### config.mk
export PLATFORM = sky130hd
export DESIGN_NAME = decode_stage
export DESIGN_NICKNAME = d
export VERILOG_FILES = /design/src/design/secv_pkg.sv /design/src/design/decoder.sv /design/src/design/imm_gen.sv /design/src/design/operand_select.sv /design/src/design/decode_stage.sv
export SDC_FILE = /design/constraint.sdc
export NUM_CORES = 1
export LEC_CHECK = 0
export BUFFER_PORTS_ARGS = -buffer_cell sky130_fd_sc_hd__buf_2
export CAP_MARGIN = 20
export CORE_MARGIN = 10
export CORE_UTILIZATION = 40
export DETAILED_ROUTE_END_ITERATION = 10
export PLACE_DENSITY = 0.72
export SETUP_SLACK_MARGIN = 0.05
export SLEW_MARGIN = 10
export SYNTH_ARGS = -nofsm -noshare
export SYNTH_HDL_FRONTEND = slang
export SYNTH_SLANG_ARGS = --single-unit
export TNS_END_PERCENT = 1
### constraint.sdc
create_clock -name clk_i -period 2.3 [get_ports clk_i]
set_input_delay 0.345 -clock clk_i [delete_from_list [all_inputs] [get_ports clk_i]]
set_output_delay 0.345 -clock clk_i [all_outputs]
set_load 0.02 [all_outputs]
### src/design/secv_pkg.sv
// Data width, instruction union, opcode and selector enums, decode stage structs
`default_nettype none

package secv_pkg;

    localparam int unsigned XLEN      = 32;
    localparam int unsigned REG_ADR_W = 5;     // 32 integer registers

    // Field types
    typedef logic [2:0]           funct3_t;
    typedef logic [6:0]           funct7_t;
    typedef logic [REG_ADR_W-1:0] regadr_t;

    // Base opcodes plus the tag memory opcode in custom-0
    typedef enum logic [6:0] {
        OPCODE_LUI       = 7'b0110111,
        OPCODE_AUIPC     = 7'b0010111,
        OPCODE_JAL       = 7'b1101111,
        OPCODE_JALR      = 7'b1100111,
        OPCODE_BRANCH    = 7'b1100011,
        OPCODE_LOAD      = 7'b0000011,
        OPCODE_STORE     = 7'b0100011,
        OPCODE_CUSTOM_0  = 7'b0001011,     // Tag memory access
        OPCODE_OP        = 7'b0110011,
        OPCODE_OP_32     = 7'b0111011,
        OPCODE_OP_IMM    = 7'b0010011,
        OPCODE_OP_IMM_32 = 7'b0011011
    } opcode_t;

    // Instruction format views, MSB first
    typedef struct packed {
        funct7_t     funct7;
        regadr_t     rs2;
        regadr_t     rs1;
        funct3_t     funct3;
        regadr_t     rd;
        logic [6:0]  opcode;
    } r_type_t;

    typedef struct packed {
        logic [11:0] imm_11_0;
        regadr_t     rs1;
        funct3_t     funct3;
        regadr_t     rd;
        logic [6:0]  opcode;
    } i_type_t;

    typedef struct packed {
        logic [6:0]  imm_11_5;
        regadr_t     rs2;
        regadr_t     rs1;
        funct3_t     funct3;
        logic [4:0]  imm_4_0;
        logic [6:0]  opcode;
    } s_type_t;

    typedef struct packed {
        logic        imm_12;
        logic [5:0]  imm_10_5;
        regadr_t     rs2;
        regadr_t     rs1;
        funct3_t     funct3;
        logic [3:0]  imm_4_1;
        logic        imm_11;
        logic [6:0]  opcode;
    } b_type_t;

    typedef struct packed {
        logic [19:0] imm_31_12;
        regadr_t     rd;
        logic [6:0]  opcode;
    } u_type_t;

    typedef struct packed {
        logic        imm_20;
        logic [9:0]  imm_10_1;
        logic        imm_11;
        logic [7:0]  imm_19_12;
        regadr_t     rd;
        logic [6:0]  opcode;
    } j_type_t;

    // One instruction word, six ways to read it
    typedef union packed {
        r_type_t r_type;
        i_type_t i_type;
        s_type_t s_type;
        b_type_t b_type;
        u_type_t u_type;
        j_type_t j_type;
    } inst_t;

    // Selectors
    typedef enum logic [1:0] {FUNIT_NONE, FUNIT_ALU, FUNIT_MEM, FUNIT_MTAG} funit_t;
    typedef enum logic {ALU_OP_SEL_DECODER, ALU_OP_SEL_ADD} alu_op_sel_t;
    typedef enum logic [1:0] {SRC1_SEL_0, SRC1_SEL_PC, SRC1_SEL_RS1, SRC1_SEL_RS1_IMM} src1_sel_t;
    typedef enum logic [1:0] {SRC2_SEL_0, SRC2_SEL_RS2, SRC2_SEL_IMM} src2_sel_t;
    typedef enum logic [2:0] {
        IMM_SEL_0, IMM_SEL_I, IMM_SEL_S, IMM_SEL_B, IMM_SEL_U, IMM_SEL_J
    } imm_sel_t;
    typedef enum logic [1:0] {RD_SEL_NONE, RD_SEL_IMM, RD_SEL_FUNIT, RD_SEL_NXTPC} rd_sel_t;
    typedef enum logic [1:0] {PC_SEL_NXTPC, PC_SEL_FUNIT, PC_SEL_BRANCH} pc_sel_t;

    // All immediate formats, built in parallel
    typedef struct packed {
        logic [XLEN-1:0] i;
        logic [XLEN-1:0] s;
        logic [XLEN-1:0] b;
        logic [XLEN-1:0] u;
        logic [XLEN-1:0] j;
    } imm_set_t;

    // Control handed on to execute and write-back
    typedef struct packed {
        opcode_t     opcode;
        funct3_t     funct3;
        funct7_t     funct7;
        regadr_t     rd_adr;
        funit_t      funit;
        alu_op_sel_t alu_op_sel;
        rd_sel_t     rd_sel;
        pc_sel_t     pc_sel;
    } decode_ctrl_t;

    // Registered stage result
    typedef struct packed {
        decode_ctrl_t    ctrl;
        logic [XLEN-1:0] imm;
        logic [XLEN-1:0] src1;
        logic [XLEN-1:0] src2;
        logic            err;
    } decode_out_t;

endpackage

`default_nettype wire

### src/design/decoder.sv
// Control decoder from opcode to function unit, operand, immediate and PC selections
`default_nettype none

module decoder (
    input  secv_pkg::inst_t        inst_i,      // Fetched instruction

    output secv_pkg::decode_ctrl_t ctrl_o,      // Control for execute and write-back
    output secv_pkg::src1_sel_t    src1_sel_o,  // Source 1 selection
    output secv_pkg::src2_sel_t    src2_sel_o,  // Source 2 selection
    output secv_pkg::imm_sel_t     imm_sel_o,   // Immediate format
    output logic                   err_o        // Invalid opcode
);

    secv_pkg::opcode_t     opcode;
    secv_pkg::funit_t      funit;
    secv_pkg::alu_op_sel_t alu_op_sel;
    secv_pkg::src1_sel_t   src1_sel;
    secv_pkg::src2_sel_t   src2_sel;
    secv_pkg::imm_sel_t    imm_sel;
    secv_pkg::rd_sel_t     rd_sel;
    secv_pkg::pc_sel_t     pc_sel;
    logic                  err;

    // Opcode sits at the same place in every format
    assign opcode = secv_pkg::opcode_t'(inst_i.r_type.opcode);

    always_comb begin : decode_op
        funit      = secv_pkg::FUNIT_NONE;
        alu_op_sel = secv_pkg::ALU_OP_SEL_DECODER;
        src1_sel   = secv_pkg::SRC1_SEL_0;
        src2_sel   = secv_pkg::SRC2_SEL_0;
        imm_sel    = secv_pkg::IMM_SEL_0;
        rd_sel     = secv_pkg::RD_SEL_NONE;
        pc_sel     = secv_pkg::PC_SEL_NXTPC;
        err        = 1'b0;

        unique case (opcode)
            secv_pkg::OPCODE_LUI: begin
                imm_sel = secv_pkg::IMM_SEL_U;
                rd_sel  = secv_pkg::RD_SEL_IMM;    // Immediate straight to rd
            end

            secv_pkg::OPCODE_AUIPC: begin
                funit      = secv_pkg::FUNIT_ALU;
                alu_op_sel = secv_pkg::ALU_OP_SEL_ADD;
                src1_sel   = secv_pkg::SRC1_SEL_PC;
                src2_sel   = secv_pkg::SRC2_SEL_IMM;
                imm_sel    = secv_pkg::IMM_SEL_U;
                rd_sel     = secv_pkg::RD_SEL_FUNIT;
            end

            secv_pkg::OPCODE_JAL: begin
                funit      = secv_pkg::FUNIT_ALU;
                alu_op_sel = secv_pkg::ALU_OP_SEL_ADD;    // Jump target
                src1_sel   = secv_pkg::SRC1_SEL_PC;
                src2_sel   = secv_pkg::SRC2_SEL_IMM;
                imm_sel    = secv_pkg::IMM_SEL_J;
                rd_sel     = secv_pkg::RD_SEL_NXTPC;    // Link address
                pc_sel     = secv_pkg::PC_SEL_FUNIT;
            end

            secv_pkg::OPCODE_JALR: begin
                funit      = secv_pkg::FUNIT_ALU;
                alu_op_sel = secv_pkg::ALU_OP_SEL_ADD;
                src1_sel   = secv_pkg::SRC1_SEL_RS1;
                src2_sel   = secv_pkg::SRC2_SEL_IMM;
                imm_sel    = secv_pkg::IMM_SEL_I;
                rd_sel     = secv_pkg::RD_SEL_NXTPC;
                pc_sel     = secv_pkg::PC_SEL_FUNIT;
            end

            secv_pkg::OPCODE_BRANCH: begin
                // ALU forms the target, the condition is resolved later
                funit      = secv_pkg::FUNIT_ALU;
                alu_op_sel = secv_pkg::ALU_OP_SEL_ADD;
                src1_sel   = secv_pkg::SRC1_SEL_PC;
                src2_sel   = secv_pkg::SRC2_SEL_IMM;
                imm_sel    = secv_pkg::IMM_SEL_B;
                pc_sel     = secv_pkg::PC_SEL_BRANCH;
            end

            secv_pkg::OPCODE_LOAD: begin
                funit    = secv_pkg::FUNIT_MEM;
                src1_sel = secv_pkg::SRC1_SEL_RS1_IMM;    // Effective address
                src2_sel = secv_pkg::SRC2_SEL_0;
                imm_sel  = secv_pkg::IMM_SEL_I;
                rd_sel   = secv_pkg::RD_SEL_FUNIT;
            end

            secv_pkg::OPCODE_STORE: begin
                funit    = secv_pkg::FUNIT_MEM;
                src1_sel = secv_pkg::SRC1_SEL_RS1_IMM;    // Effective address
                src2_sel = secv_pkg::SRC2_SEL_RS2;        // Store data
                imm_sel  = secv_pkg::IMM_SEL_S;
            end

            secv_pkg::OPCODE_CUSTOM_0: begin
                // Tag memory access, no destination register
                funit    = secv_pkg::FUNIT_MTAG;
                src1_sel = secv_pkg::SRC1_SEL_RS1;
                src2_sel = secv_pkg::SRC2_SEL_RS2;
            end

            // Word forms behave as the plain forms for XLEN 32
            secv_pkg::OPCODE_OP, secv_pkg::OPCODE_OP_32: begin
                funit    = secv_pkg::FUNIT_ALU;
                src1_sel = secv_pkg::SRC1_SEL_RS1;
                src2_sel = secv_pkg::SRC2_SEL_RS2;
                rd_sel   = secv_pkg::RD_SEL_FUNIT;
            end

            secv_pkg::OPCODE_OP_IMM, secv_pkg::OPCODE_OP_IMM_32: begin
                funit    = secv_pkg::FUNIT_ALU;
                src1_sel = secv_pkg::SRC1_SEL_RS1;
                src2_sel = secv_pkg::SRC2_SEL_IMM;
                imm_sel  = secv_pkg::IMM_SEL_I;
                rd_sel   = secv_pkg::RD_SEL_FUNIT;
            end

            default: begin
                err = 1'b1;    // Unknown opcode
            end
        endcase
    end

    // Control bundle
    always_comb begin : ctrl_pack
        ctrl_o.opcode     = opcode;
        ctrl_o.funct3     = inst_i.r_type.funct3;
        ctrl_o.funct7     = inst_i.r_type.funct7;
        ctrl_o.rd_adr     = inst_i.r_type.rd;
        ctrl_o.funit      = funit;
        ctrl_o.alu_op_sel = alu_op_sel;
        ctrl_o.rd_sel     = rd_sel;
        ctrl_o.pc_sel     = pc_sel;
    end

    assign src1_sel_o = src1_sel;
    assign src2_sel_o = src2_sel;
    assign imm_sel_o  = imm_sel;
    assign err_o      = err;

endmodule

`default_nettype wire

### src/design/imm_gen.sv
// Immediate generator for the sign-extended I, S, B, U and J formats
`default_nettype none

module imm_gen (
    input  secv_pkg::inst_t    inst_i,      // Fetched instruction
    output secv_pkg::imm_set_t imm_set_o    // One immediate per format
);

    // Sign bit is always inst[31]
    logic sign;

    assign sign = inst_i.r_type.funct7[6];

    // Loads, ALU immediates and JALR
    assign imm_set_o.i = {{(secv_pkg::XLEN-12){sign}}, inst_i.i_type.imm_11_0};

    // Stores
    assign imm_set_o.s = {{(secv_pkg::XLEN-12){sign}},
                          inst_i.s_type.imm_11_5,
                          inst_i.s_type.imm_4_0};

    // Halfword aligned branch offset
    assign imm_set_o.b = {{(secv_pkg::XLEN-12){inst_i.b_type.imm_12}},
                          inst_i.b_type.imm_11,
                          inst_i.b_type.imm_10_5,
                          inst_i.b_type.imm_4_1,
                          1'b0};

    // Upper immediate
    assign imm_set_o.u = {inst_i.u_type.imm_31_12, 12'b0};

    // Halfword aligned jump offset
    assign imm_set_o.j = {{(secv_pkg::XLEN-20){inst_i.j_type.imm_20}},
                          inst_i.j_type.imm_19_12,
                          inst_i.j_type.imm_11,
                          inst_i.j_type.imm_10_1,
                          1'b0};

endmodule

`default_nettype wire

### src/design/operand_select.sv
// Immediate selection, source operand forming and the decode output register
`default_nettype none

module operand_select (
    input  logic                         clk_i,
    input  logic                         arst_n_i,
    input  logic                         valid_i,       // Instruction strobe

    // From decoder
    input  secv_pkg::decode_ctrl_t       ctrl_i,
    input  secv_pkg::src1_sel_t          src1_sel_i,
    input  secv_pkg::src2_sel_t          src2_sel_i,
    input  secv_pkg::imm_sel_t           imm_sel_i,
    input  logic                         err_i,

    // From immediate generator
    input  secv_pkg::imm_set_t           imm_set_i,

    // Operand sources
    input  logic [secv_pkg::XLEN-1:0]    pc_i,
    input  logic [secv_pkg::XLEN-1:0]    rs1_data_i,
    input  logic [secv_pkg::XLEN-1:0]    rs2_data_i,

    output logic                         valid_o,
    output secv_pkg::decode_out_t        out_o
);

    logic [secv_pkg::XLEN-1:0] imm;
    logic [secv_pkg::XLEN-1:0] src1;
    logic [secv_pkg::XLEN-1:0] src2;
    secv_pkg::decode_out_t     out_d;
    secv_pkg::decode_out_t     out_q;
    logic                      valid_q;

    // Immediate format
    always_comb begin : imm_mux
        unique case (imm_sel_i)
            secv_pkg::IMM_SEL_I: imm = imm_set_i.i;
            secv_pkg::IMM_SEL_S: imm = imm_set_i.s;
            secv_pkg::IMM_SEL_B: imm = imm_set_i.b;
            secv_pkg::IMM_SEL_U: imm = imm_set_i.u;
            secv_pkg::IMM_SEL_J: imm = imm_set_i.j;
            default:             imm = '0;    // No immediate
        endcase
    end

    // Source 1
    always_comb begin : src1_mux
        unique case (src1_sel_i)
            secv_pkg::SRC1_SEL_PC:      src1 = pc_i;
            secv_pkg::SRC1_SEL_RS1:     src1 = rs1_data_i;
            secv_pkg::SRC1_SEL_RS1_IMM: src1 = rs1_data_i + imm;    // Load and store address
            default:                    src1 = '0;
        endcase
    end

    // Source 2
    always_comb begin : src2_mux
        unique case (src2_sel_i)
            secv_pkg::SRC2_SEL_RS2: src2 = rs2_data_i;
            secv_pkg::SRC2_SEL_IMM: src2 = imm;
            default:                src2 = '0;
        endcase
    end

    always_comb begin : out_pack
        out_d.ctrl = ctrl_i;
        out_d.imm  = imm;
        out_d.src1 = src1;
        out_d.src2 = src2;
        out_d.err  = err_i;
    end

    // Result holds while no new instruction arrives
    always_ff @(posedge clk_i or negedge arst_n_i) begin : out_reg
        if (!arst_n_i) begin
            valid_q <= 1'b0;
            out_q   <= '0;
        end else begin
            valid_q <= valid_i;
            if (valid_i) begin
                out_q <= out_d;
            end
        end
    end

    assign valid_o = valid_q;
    assign out_o   = out_q;

endmodule

`default_nettype wire

### src/design/decode_stage.sv
// Decode stage top level with decoder, immediate generator and operand selector
`default_nettype none

module decode_stage (
    input  logic                      clk_i,
    input  logic                      arst_n_i,
    input  logic                      valid_i,      // Instruction strobe
    input  secv_pkg::inst_t           inst_i,
    input  logic [secv_pkg::XLEN-1:0] pc_i,
    input  logic [secv_pkg::XLEN-1:0] rs1_data_i,   // Register file read data
    input  logic [secv_pkg::XLEN-1:0] rs2_data_i,

    output secv_pkg::regadr_t         rs1_adr_o,    // Register file read addresses
    output secv_pkg::regadr_t         rs2_adr_o,
    output logic                      valid_o,
    output secv_pkg::decode_out_t     out_o
);

    secv_pkg::decode_ctrl_t ctrl;
    secv_pkg::src1_sel_t    src1_sel;
    secv_pkg::src2_sel_t    src2_sel;
    secv_pkg::imm_sel_t     imm_sel;
    logic                   err;
    secv_pkg::imm_set_t     imm_set;

    assign rs1_adr_o = inst_i.r_type.rs1;
    assign rs2_adr_o = inst_i.r_type.rs2;

    decoder decoder_i (
        .inst_i     (inst_i),
        .ctrl_o     (ctrl),
        .src1_sel_o (src1_sel),
        .src2_sel_o (src2_sel),
        .imm_sel_o  (imm_sel),
        .err_o      (err)
    );

    imm_gen imm_gen_i (
        .inst_i    (inst_i),
        .imm_set_o (imm_set)
    );

    operand_select operand_select_i (
        .clk_i      (clk_i),
        .arst_n_i   (arst_n_i),
        .valid_i    (valid_i),
        .ctrl_i     (ctrl),
        .src1_sel_i (src1_sel),
        .src2_sel_i (src2_sel),
        .imm_sel_i  (imm_sel),
        .err_i      (err),
        .imm_set_i  (imm_set),
        .pc_i       (pc_i),
        .rs1_data_i (rs1_data_i),
        .rs2_data_i (rs2_data_i),
        .valid_o    (valid_o),
        .out_o      (out_o)
    );

endmodule

`default_nettype wire

==> metrics <==
Post-Place Setup Slack=-1.89 ns; Clock Power Share=44.1%; Initial Utilization=40.4%; Synth area leaders=dfrtp_1, mux2_2, o2bb2ai_1; Core Box Area=20900 sq um; Worst-Margin Slew=0.712 ns; nets in the synthesized netlist=1052; crit-path cells=buf_4, or4b_4, a21oi_4, o31a_1, a21o_1, ha_4, a21o_1, a21o_1, a21o_1, inv_1, o21ai_1, nand3_1, inv_2, o31ai_4, buf_4, a21boi_1, or3_1, a31o_1; Max-Cap Viols=0; Inserted Clock Buffers=17; WP data required=2.62 ns; I/O pin count=268; Post-CTS Hold Fix Bufs=0; final setup vio count=30; Combinational Power Share=21.3%; CTS clk-pin slew, worst paths=0.06 ns; synthesized area=8450 sq um; Worst EP arrival=3.89 ns; pwr/cell area=546 nW/um^2; Final Worst Setup Slack=-1.27 ns; placed cell areas=11700 sq um; Pint=4880 uW; RePlAce Congestion=0.967; nets@finish=1512; CP endpoint kind=register; Yosys reg bits=127; GR Overflow Total=0; CTS tree=done; fin area=12700 sq um; Startpoint Class=input port; CTS root buf=clkbuf_16; Final HPWL DP=27100 microns; status=finished, violations left; RSZ-0062 raised after global routing=yes; global-route wire length before repair=53600 microns; switch share=30.0%; Worst Path Max Fanout=7; final hold vios=0; post-synthesis sequential area ratio=37.6%; initial antenna violation count=1; Crit-path slowest cell=or4b_4; Max Buffers Root-to-Sink=2; Fmax=280 MHz; # rows=53; fin crit share=155%; CTS Sinks=127; Residual DRC=0; Post-Synthesis Cells=900; EDFF count, synth=0; top cells by count, synth=dfrtp_1, nor2_1, nand2_1, clkbuf_1, a21oi_1; share of the synthesized area in the top cell type=37.6%; layout cells sized above 1=49.1%; number of global-route vias before repair=9462; DR vias/cell=5.72; critical path's largest stage delay=0.54 ns; area grow syn2layout=50.9%; leakage=0.00637 uW; count leader, synth=dfrtp_1; sequential share of power=34.6%; ys async rst share=100%; width of the die=165 microns; largest net degree at the start of global routing=128; most frequent CP cell=a21o_1; total track usage=25.1%; initial DRC count=835; Setup Skew=0 ns; Rel. slew slack=52.5%; Vias=9431; dominant cell type by area after synthesis=dfrtp_1; Port Buffers=267; DRT Wirelength=35700 microns; delay-heaviest family, CP=compound AO/OA/AOI/OAI gates; Top FF cell, synth=dfrtp_1; synthesized area per cell=9.39 sq um; switching pwr=2090 uW; ANT nets after route=0; H-Tree Depth=4; VDD IR max=0.527 mV; DIE HEIGHT=165 microns; kind of critical path=in -> reg; Tmin final=3.57 ns; Slew Viols, Final=0; CP Buf/Inv Count=4; failing checks=setup timing; Cell variety after synth=95; YS warnings=0; drt pass-1 iters=5; routed len/inst=21.7 microns; die area=27300 sq um; Hold Crit Class=in -> async; Worst-Skew Late Latency=0.42 ns
what timing repair did:
item / CTS / global route
setup buffers: 12 / 4
hold endpoints to repair: 0 / 0
gates resized for setup: 33 / 22
pin swaps: 40 / 15
setup endpoints to repair: 30 / 30
power groups by stage:
stage               clock network (uW)  logic [uW]  registers (uW)
finish                            3070        1480            2410
global route                      3180        1590            2420
CTS                               3090        1450            2410
detailed placement                   0        1420            2450
global placement                     0        1400            2440
floorplan                            0         565            2580
flip-flops by register name, indices dropped and copies added (netlist names):
register                  flops
operand_select_i.out_o      126
operand_select_i.valid_o      1
cell usage in the layout, fill, tap and decap left out, types with 7 or more instances in the layout:
master,n
buf_12,7
ha_4,7
o22ai_1,22
mux2_2,37
nor3_1,11
o21ai_0,19
nand3_1,15
dfrtp_1,127
a32oi_1,7
a22oi_1,31
o2bb2ai_1,43
a221oi_1,17
xnor2_1,16
o21ai_1,7
nand2_1,54
buf_2,260
maj3_1,7
o31ai_1,7
inv_1,20
nand4_1,12
nand2b_1,8
buf_4,251
a31oi_1,11
ha_1,12
a21o_1,27
o21a_1,7
a21oi_1,40
xor2_1,12
nor2_1,89
clkbuf_16,17
worst paths after layout:
| check | start | end | slack (ns) | cells past startpoint |
|---|---|---|---|---|
| setup / recovery | inst_i[6] | operand_select_i.out_o[60]$_DFFE_PN0P_ | -1.27 | 18 |
| hold / removal | arst_n_i | operand_select_i.out_o[66]$_DFFE_PN0P_ | 0.02 | 2 |
| setup reg to reg | operand_select_i.out_o[63]$_DFFE_PN0P_ | operand_select_i.out_o[63]$_DFFE_PN0P_ | 1.33 | 3 |
| hold reg to reg | operand_select_i.out_o[2]$_DFFE_PN0P_ | operand_select_i.out_o[2]$_DFFE_PN0P_ | 0.48 | 1 |
| max in group asynchronous | arst_n_i | operand_select_i.out_o[54]$_DFFE_PN0P_ | 1.76 | 2 |
| min in group clk_i | inst_i[9] | operand_select_i.out_o[106]$_DFFE_PN0P_ | 0.17 | 2 |
stage by stage:
stage	hold slack, ns	utilization, %	setup TNS [ns]	instances	power [uW]
finish	0.0177	61.0	-27.96	1649	6960
CTS	0.0583	60.3	-27.51	1644	6950
global route	0.0676	61.0	-32.22	1649	7190
floorplan	0.0494	-	-48.61	900	3150
detailed placement	0.468	56.0	-50.83	1600	3860
global placement	0.464	56.0	-45.93	1600	3840
cell type report:
| type | instances | area (sq um) |
|---|---|---|
| Inverter | 22 | 82.6 |
| Fill cell | 1771 | 8140 |
| Clock buffer | 19 | 453 |
| Antenna cell | 1 | 2.50 |
| Clock inverter | 13 | 198 |
| Sequential cell | 127 | 3180 |
| Timing Repair Buffer | 522 | 3380 |
| Multi-Input combinational cell | 670 | 5110 |
| Tap cell | 275 | 344 |
cell families (layout without fill, tap and decap cells):
family                   count (synthesis)  count (layout)  share of synthesized area (%)
XOR/XNOR                                32              32                           3.32
flip-flops                             127             127                           37.6
adder cells (fa/ha/maj)                 30              30                           4.21
other                                    0               1                              0
buffers and inverters                  103             576                           5.38
AO/OA/AOI/OAI                          323             323                           29.5
multiplexers                            39              39                           5.17
AND/OR/NAND/NOR                        246             246                           14.8
routing by layer:
layer / global-route usage [%] / vias up / part of all wire (%)
met2: 39.9 / 448 / 47
li1: - / 4330 / -
met3: 6.25 / 67 / 9.5
met1: 32.4 / 4586 / 41
met5: 0 / - / 0
met4: 9.34 / 0 / 2.8
Power figures use the tool's default switching activity.
